## src/xbar_pkg.sv

```systemverilog
/*
  banked memory crossbar package
  sizes of ports, banks and rows, the split address view
  and the request records seen at the ports and the banks
*/
package xbar_pkg;

  // requesters and banks
  localparam int NUM_PORTS  = 4;
  localparam int NUM_BANKS  = 4;
  localparam int BANK_WORDS = 64;

  // data word and byte enables
  localparam int DATA_W = 32;
  localparam int MASK_W = DATA_W / 8;

  // index widths
  localparam int PORT_W = $clog2(NUM_PORTS);
  localparam int BANK_W = $clog2(NUM_BANKS);
  localparam int ROW_W  = $clog2(BANK_WORDS);
  localparam int ADDR_W = BANK_W + ROW_W;

  // bank in the high bits and row in the low bits
  typedef struct packed {
    logic [BANK_W-1:0] bank;
    logic [ROW_W-1:0]  row;
  } xbar_addr_split_t;

  // word address read flat at the ports or split in the crossbar
  typedef union packed {
    logic [ADDR_W-1:0] flat;
    xbar_addr_split_t  split;
  } xbar_addr_u;

  // request from one port without its valid
  typedef struct packed {
    logic              we;
    xbar_addr_u        addr;
    logic [DATA_W-1:0] wdata;
    // 1 = write this byte
    logic [MASK_W-1:0] mask;
  } xbar_req_t;

  // access presented to one bank
  typedef struct packed {
    logic              en;
    logic              we;
    logic [ROW_W-1:0]  row;
    logic [DATA_W-1:0] wdata;
    logic [MASK_W-1:0] mask;
  } bank_req_t;

endpackage

```

## src/xbar_req_route.sv

```systemverilog
/*
  request router
  steers the granted port request of each bank onto that bank's
  request bus with one-hot AND-OR selection
*/
module xbar_req_route (
  input  logic [xbar_pkg::NUM_BANKS-1:0][xbar_pkg::NUM_PORTS-1:0] grant_i,
  input  xbar_pkg::xbar_req_t [xbar_pkg::NUM_PORTS-1:0]           req_i,
  output xbar_pkg::bank_req_t [xbar_pkg::NUM_BANKS-1:0]           bank_req_o
);

  always_comb
  begin
    logic                        sel;
    logic                        we;
    logic [xbar_pkg::ROW_W-1:0]  row;
    logic [xbar_pkg::DATA_W-1:0] wdata;
    logic [xbar_pkg::MASK_W-1:0] mask;
    for (int b = 0; b < xbar_pkg::NUM_BANKS; b++)
    begin
      we    = 1'b0;
      row   = '0;
      wdata = '0;
      mask  = '0;
      for (int p = 0; p < xbar_pkg::NUM_PORTS; p++)
      begin
        sel   = grant_i[b][p];
        we    = we | (sel & req_i[p].we);
        row   = row | ({xbar_pkg::ROW_W{sel}} & req_i[p].addr.split.row);
        wdata = wdata | ({xbar_pkg::DATA_W{sel}} & req_i[p].wdata);
        mask  = mask | ({xbar_pkg::MASK_W{sel}} & req_i[p].mask);
      end
      // bank works only when some port owns it
      bank_req_o[b].en    = |grant_i[b];
      bank_req_o[b].we    = we;
      bank_req_o[b].row   = row;
      bank_req_o[b].wdata = wdata;
      bank_req_o[b].mask  = mask;
    end
  end

endmodule

```

## config.mk

```make
export PLATFORM = sky130hd
export DESIGN_NAME = xbar_req_route
export DESIGN_NICKNAME = d
export VERILOG_FILES = /design/src/xbar_pkg.sv /design/src/xbar_req_route.sv
export SDC_FILE = /design/constraint.sdc
export NUM_CORES = 1
export LEC_CHECK = 0
export BUFFER_PORTS_ARGS = -buffer_cell sky130_fd_sc_hd__buf_2
export CORE_AREA = 10 10 136 138
export DETAILED_ROUTE_END_ITERATION = 6
export DIE_AREA = 0 0 146 148
export GPL_ROUTABILITY_DRIVEN = 0
export RECOVER_POWER = 25
export SYNTH_ARGS = -nofsm -noshare
export SYNTH_HDL_FRONTEND = slang
export SYNTH_SLANG_ARGS = --single-unit
```

## constraint.sdc

```tcl
create_clock -name vclk -period 0.86
set_input_delay 0.043 -clock vclk [all_inputs]
set_output_delay 0.043 -clock vclk [all_outputs]
set_load 0.01 [all_outputs]
```

==> results.sh <==
export IMPL_status="finished with violations"
export IMPL_violations="setup timing"
export IMPL_die_area_um2=21600
export IMPL_finalCritPeriodShare_pct=102
export IMPL_ys_types=5
export IMPL_final_util_pct=41.6
export IMPL_p_leak_nw=3.13
export IMPL_slew_headroom_pct=81.7
export IMPL_start_util_pct=23.5
export IMPL_final_common_cell="buf_2"
export IMPL_hold_viol_final=0
export IMPL_die_w_um=146
export IMPL_synth_top_family_by_area="compound AO/OA/AOI/OAI gates"
export IMPL_use_met2_pct=40.0
export IMPL_synth_area_leaders="a22oi_1, nand2_1, buf_2"
export IMPL_synthMuxAreaShare_pct=0
export IMPL_endpoint_kind="output port"
export IMPL_ir_drop_mv=0.391
export IMPL_cp_num_buf_inv=2
export IMPL_synthSimpleGateAreaFrac_pct=18.7
export IMPL_worstMarginPinSlew_ps=275
export IMPL_drv_cap=0
export IMPL_post_drt_wl_per_cell_um=24.8
export IMPL_grt_overflow=0
export IMPL_ios=372
export IMPL_holdWs_ps=375
export IMPL_rsz0062_at_grt="true"
export IMPL_rows=46
export IMPL_die_h_um=148
export IMPL_regArea_um2=0
export IMPL_synth_area_um2=3700
export IMPL_grt_pass1_wl_mm=41.5
export IMPL_final_setup_viol_count=2
export IMPL_ant_nets=0
export IMPL_crit_fanout=5
export IMPL_most_common_layout_cells="buf_2, a22oi_1, nand2_1"
export IMPL_synth_fa_ha_area_share_pct=0
export IMPL_path_depth=3
export IMPL_grtUsageTotal_pct=23.1
export IMPL_cpMaxStageDelayCell="or4_4"
export IMPL_start_kind="primary input"
export IMPL_area_delta_synth_final_pct=76.7
export IMPL_fill_cells=1671
export IMPL_vias=7177
export IMPL_syn_inst=600
export IMPL_slew_viol_final=0
export IMPL_n_sequential_cell=0
export IMPL_min_period_ps=879
export IMPL_antenna_found_initial=0
export IMPL_critPathKind="in -> out"
export IMPL_grt_use_met3_pct=5.10
export IMPL_io_buffers=364
export IMPL_cp_required_ps=820
export IMPL_drive_above_1_share_pct=52.2
export IMPL_drt_initial_drc_count=883
export IMPL_arrival_ps=840
export IMPL_crit_chain="buf_12 -> or4_4 -> buf_6"
export IMPL_via_per_inst=6.19
export IMPL_clkbuf_count=0
export IMPL_grt_max_degree=44
export IMPL_setup_ws_ps=-19.1
export IMPL_hp_class="in -> out"
export IMPL_syn_avg_cell_area_um2=6.16
export IMPL_fmax_ghz=1.14
export IMPL_core_area_um2=15700
export IMPL_post_dp_hpwl_mm=21.4
export IMPL_startpoint="grant_i[5]"
export IMPL_power_density_nw_per_um2=699
export IMPL_top_usage_layer="met2"
export IMPL_firstDrtPassIters=6
export IMPL_synth_top_area_share_pct=69.8
export IMPL_nets=1141
export IMPL_grt_pass1_vias=6936
export IMPL_yosysTopAreaCell="a22oi_1"
export IMPL_crit_path_end="bank_req_o[87]"
export IMPL_drc=0
export IMPL_antenna_cells=0
export IMPL_critPathTopFamily="simple AND/OR/NAND/NOR gates"
export IMPL_syn_num_nets=796
export IMPL_synth_compound_area_share_pct=69.8
export IMPL_synth_xor_area_share_pct=0
export IMPL_use_met1_pct=28.2
export IMPL_yosysWarnings=0
export IMPL_cpPeakStageDelay_ps=540
export IMPL_ys_seq_area_share_pct=0
export IMPL_routed_wl_mm=28.8
==> metrics by stage <==
stage          setup WS [ps]  instances  power (W)  TNS, ps  cell area, um^2
4_1_cts                -29.9       1153    0.00426    -59.0             6110
6_report               -19.1       1159    0.00457    -32.0             6530
3_3_place_gp            -111       1153    0.00417    -2670             5980
5_1_grt                -30.2       1159    0.00490     -288             6530
3_5_place_dp            -111       1153    0.00419    -3340             5980
2_1_floorplan            120        600    0.00201        0             3700
==> per-layer routing <==
layer	share of wire [%]	routed length [um]	up-vias
met3	11	3160	84
met5	0	0	-
met4	2.9	841	0
li1	-	-	3116
met2	49	14000	625
met1	37	10800	3352
==> worst min-delay path by stage <==
stage               slack [ps]         endpoint  depth (start not counted)         from
detailed placement         440   bank_req_o[41]                          4    req_i[86]
CTS                        380  bank_req_o[175]                          3  grant_i[13]
global route               380  bank_req_o[175]                          3  grant_i[13]
finish                     370  bank_req_o[175]                          3  grant_i[13]
global placement           440  bank_req_o[166]                          4    req_i[79]
floorplan                  220  bank_req_o[100]                          2    req_i[57]
==> cell families (layout without fill, tap and decap cells) <==
logic type,Yosys count,count (layout)
AO/OA/AOI/OAI,344,344
AND/OR/NAND/NOR,176,176
buffers and inverters,80,423
==> where the power goes <==
part / internal, W / switching, W / leakage, nW
registers: 0 / 0 / 0
logic: 0.00195 / 0.00262 / 3.13
clock network: 0 / 0 / 0
==> cell usage after synthesis (all sizes together) <==
cell and n:
or4 4, a22oi 344, buf 80, nand2 172
==> final cells by class <==
type,instances,area (um^2),area share (%)
multi-input cells,520,3600,55.2
repair buffers,423,2660,40.7
well taps,216,270,4.14
==> repair_timing <==
item,in CTS,in global routing
pin swaps,4,5
gates cloned,0,5
hold buffers,0,0
buffers inserted,0,1
setup endpoints to repair,113,83
resized for setup,38,85
No activity file was read; power rests on OpenSTA's default activity.
