[src/xbar_pkg.sv]
/*
  banked memory crossbar package
  sizes of ports, banks and rows, the split address view
  and the request records seen at the ports and the banks
*/
package xbar_pkg;

  // requesters and banks
  localparam int NUM_PORTS  = 4;
  localparam int NUM_BANKS  = 4;
  localparam int BANK_WORDS = 64;

  // data word and byte enables
  localparam int DATA_W = 32;
  localparam int MASK_W = DATA_W / 8;

  // index widths
  localparam int PORT_W = $clog2(NUM_PORTS);
  localparam int BANK_W = $clog2(NUM_BANKS);
  localparam int ROW_W  = $clog2(BANK_WORDS);
  localparam int ADDR_W = BANK_W + ROW_W;

  // bank in the high bits and row in the low bits
  typedef struct packed {
    logic [BANK_W-1:0] bank;
    logic [ROW_W-1:0]  row;
  } xbar_addr_split_t;

  // word address read flat at the ports or split in the crossbar
  typedef union packed {
    logic [ADDR_W-1:0] flat;
    xbar_addr_split_t  split;
  } xbar_addr_u;

  // request from one port without its valid
  typedef struct packed {
    logic              we;
    xbar_addr_u        addr;
    logic [DATA_W-1:0] wdata;
    // 1 = write this byte
    logic [MASK_W-1:0] mask;
  } xbar_req_t;

  // access presented to one bank
  typedef struct packed {
    logic              en;
    logic              we;
    logic [ROW_W-1:0]  row;
    logic [DATA_W-1:0] wdata;
    logic [MASK_W-1:0] mask;
  } bank_req_t;

endpackage

[src/xbar_rsp_route.sv]
/*
  response router
  remembers which port each bank served and whether it was a read,
  then hands the bank read data back to that port
*/
module xbar_rsp_route (
  input  logic                                                     clk_i,
  input  logic                                                     rst_n_i,
  input  logic [xbar_pkg::NUM_BANKS-1:0][xbar_pkg::NUM_PORTS-1:0] grant_i,
  input  xbar_pkg::bank_req_t [xbar_pkg::NUM_BANKS-1:0]           bank_req_i,
  input  logic [xbar_pkg::NUM_BANKS-1:0][xbar_pkg::DATA_W-1:0]    bank_rdata_i,
  output logic [xbar_pkg::NUM_PORTS-1:0]                           rvalid_o,
  output logic [xbar_pkg::NUM_PORTS-1:0][xbar_pkg::DATA_W-1:0]    rdata_o
);

  // aligned with the memory output register
  logic [xbar_pkg::NUM_BANKS-1:0][xbar_pkg::NUM_PORTS-1:0] grant_q;
  logic [xbar_pkg::NUM_BANKS-1:0]                          rd_q;

  always_ff @(posedge clk_i or negedge rst_n_i)
  begin
    if (!rst_n_i)
    begin
      grant_q <= '0;
      rd_q    <= '0;
    end
    else
    begin
      grant_q <= grant_i;
      for (int b = 0; b < xbar_pkg::NUM_BANKS; b++)
      begin
        rd_q[b] <= bank_req_i[b].en & ~bank_req_i[b].we;
      end
    end
  end

  // each port picks the bank that served it
  always_comb
  begin
    rvalid_o = '0;
    rdata_o  = '0;
    for (int p = 0; p < xbar_pkg::NUM_PORTS; p++)
    begin
      for (int b = 0; b < xbar_pkg::NUM_BANKS; b++)
      begin
        rvalid_o[p] = rvalid_o[p] | (grant_q[b][p] & rd_q[b]);
        rdata_o[p]  = rdata_o[p] |
                      ({xbar_pkg::DATA_W{grant_q[b][p]}} & bank_rdata_i[b]);
      end
    end
  end

endmodule
[config.mk]
export PLATFORM = sky130hd
export DESIGN_NAME = xbar_rsp_route
export DESIGN_NICKNAME = d
export VERILOG_FILES = /design/src/xbar_pkg.sv /design/src/xbar_rsp_route.sv
export SDC_FILE = /design/constraint.sdc
export NUM_CORES = 1
export LEC_CHECK = 0
export ABC_AREA = 1
export BUFFER_PORTS_ARGS = -buffer_cell sky130_fd_sc_hd__buf_4
export CAP_MARGIN = 20
export CORE_AREA = 2 2 178 180
export DETAILED_ROUTE_END_ITERATION = 8
export DIE_AREA = 0 0 180 182
export PLACE_DENSITY = 0.48
export SYNTH_ARGS = -nofsm -noshare
export SYNTH_HDL_FRONTEND = slang
export SYNTH_SLANG_ARGS = --single-unit
[constraint.sdc]
create_clock -name clk_i -period 1.3 [get_ports clk_i]
set_input_delay 0.39 -clock clk_i [delete_from_list [all_inputs] [get_ports clk_i]]
set_output_delay 0.39 -clock clk_i [all_outputs]
set_load 0.03 [all_outputs]
==> metrics.yaml <==
routing:
  vias: 7740
  totalWireLength_um: 29300
  drt-wirelength-per-cell_um: 15.1
  drc_errors: 0
  drt-pass1-iter-count: 5
  viasPerCell: 3.98
  antenna_left: 0
  first_iter_violations: 450
placed_design:
  hpwl_um: 21700
  dpl-instance-area_um2: 8620
  io_buffer_count: 285
  gp_congestion: 0.813
  place_inst: 1938
  dpl_worst_slack_ps: -140
floorplan:
  coreArea_um2: 31000
  io_pins: 454
  die_width_um: 180
  dieArea_um2: 32800
  start_util: 0.184
  num_rows: 65
  die_height_um: 182
global_route:
  track_usage: 0.174
  antenna_found_initial: 0
  grt_start_max_net_pins: 24
  grt_pass1_wl_um: 44300
  overflow: 0
  grt_pass1_vias: 7569
pwr:
  p_int_mw: 2.75
  p_sw_frac: 0.493
  pwr-share-seq: 0.132
  clkPwrFrac: 0.124
  comb_power_share: 0.744
  power.leakage_nw: 6.00
  report.power.total_mw: 5.43
  ir_drop_v: 0.000739
  powerDensity_nw_per_um2: 591
  power_switching_mw: 2.68
synth:
  synth_seq_cells: 20
  synth.distinct_cells: 7
  synth_nets: 1602
  syn_area_um2: 5700
  synth_enable_flop_cells: 0
  syn_inst: 1280
  yosys_warnings: 0
  synth_seq_area_share: 0.0879
  avgSynthCellArea_um2: 4.45
  synthArstFlopShare: 1.00
  post-synth-top-count-cell: "nand2_1"
  yosys-top-cells-count: "924 x nand2_1, 268 x inv_1, 42 x buf_6"
  yosys.area.top_type: "nand2_1"
  synth_top_area_frac: 0.609
  synth_top_flop_cell: "dfrtp_1"
  yosys-top-cells-area: "nand2_1 61%, inv_1 18%, dfrtp_1 8.8%, buf_6 8.3%, buf_8 2.4%"
final_layout:
  layout-drive-gt1-share: 0.358
  layout.nets: 1864
  final.fill_count: 3561
  syn2layout_area_growth_pct: 61.4
  antenna_cells: 0
  multi_input_area_um2: 3940
  fin_util: 0.297
  seq_area_um2: 520
  final_cells: 1943
  fin_area_um2: 9200
setup_path:
  worstSetupStartpointType: "flop"
  cpMostUsedCell: "nand2_1"
  crit_path_top_delay_cell: "dfrtp_2"
  critPathMaxStageDelay_ps: 470
  crit_fanout: 11
  critical_path_class: "flop to output pin"
  path_cells: "buf_12 -> nand2_1 -> nand2_1 -> inv_1 -> nand2_2 -> buf_6"
  worstSetupEndpointType: "output pin"
  cp.required_ps: 910
  worstPathArrival_ps: 1290
clock_tree:
  cts_buffers: 3
  cts_root_buffer: "clkbuf_16"
  htree_levels: 1
  cts_num_sinks: 20
  clk_pin_slew_worst_paths_ps: 50
  clock_path_buffers: 2
  holdBufCountCts: 0
  cts_tree: "built"
timing:
  hold_viol: 0
  rsz0062_at_grt: "yes"
  max_freq_mhz: 595
  period_needed_ps: 1680
  slew_headroom: 0.829
  fin_setup_tns_ps: -45100
  setup_viol: 132
  setup_ws_ps: -380
  worstMarginPinSlew_ps: 257
  drv_slew: 0
  whs_ps: 10.6
  post-route-period-util: 1.29
flow_run:
  maxCapViolCount: 0
worst_hold_path:
  min_path_type: "primary input to asynchronous set/reset pin"
outcome:
  status: "finished with violations"
  violations: "negative setup slack"
## layout by cell type, fill, tap and decap left out
cell type / count
inv_2: 26
nand2_2: 184
nor2_1: 4
buf_12: 32
buf_6: 86
clkbuf_16: 3
dfrtp_1: 4
dfrtp_2: 16
inv_1: 242
nand2_1: 740
buf_4: 203
clkbuf_8: 1
## kinds of logic (layout without fill, tap and decap cells)
group | after synthesis | after routing | share of synthesized area
and+or+nand+nor | 928 | 928 | 0.612
buffers and inverters | 332 | 593 | 0.301
DFF | 20 | 20 | 0.0879
## power groups by stage
stage	combinational [mW]	sequential, mW	clock, mW
2_1_floorplan	2.24	0.677	0
3_3_place_gp	3.78	0.726	0
3_5_place_dp	3.80	0.728	0
4_1_cts	3.92	0.717	0.691
5_1_grt	4.40	0.721	0.724
6_report	4.04	0.715	0.674
## registers in the layout (all words and copies together) (netlist names)
register  count
grant_q      16
rd_q          4
## metal layers
layer,track usage,wire (µm),vias to the layer above
met5,0,0,-
met4,0.0244,289,0
met3,0.0317,2260,25
met2,0.299,13600,303
met1,0.231,13200,3377
li1,-,-,4035
## worst max-delay path, delay by kind of cell (launching register included)
kind / cells / cell delay [ps]
and+or+nand+nor: 3 / 190
DFF: 1 / 470
buffers and inverters: 3 / 370
## worst max-delay path by stage
stage	from	end	slack, ps
floorplan	grant_q[15]$_DFF_PN0_	rdata_o[119]	30
global placement	grant_q[1]$_DFF_PN0_	rdata_o[56]	-140
detailed placement	grant_q[1]$_DFF_PN0_	rdata_o[56]	-140
CTS	grant_q[1]$_DFF_PN0_	rdata_o[56]	-390
global route	grant_q[13]$_DFF_PN0_	rdata_o[33]	-450
finish	grant_q[9]$_DFF_PN0_	rdata_o[56]	-380
## final cells by class
| class | count | share of cell area |
|---|---|---|
| multi-input combinational | 928 | 0.429 |
| inverter | 268 | 0.109 |
| clock buffer | 4 | 0.00966 |
| sequential | 20 | 0.0566 |
| timing repair buffer | 321 | 0.341 |
| tap | 402 | 0.0547 |
## what timing repair did
action	4_1_cts	5_1_grt
buffers inserted	0	1
endpoints found under the setup margin	132	132
pin swaps	1	1
resized for setup	56	119
No activity file was read; power rests on OpenSTA's default activity.
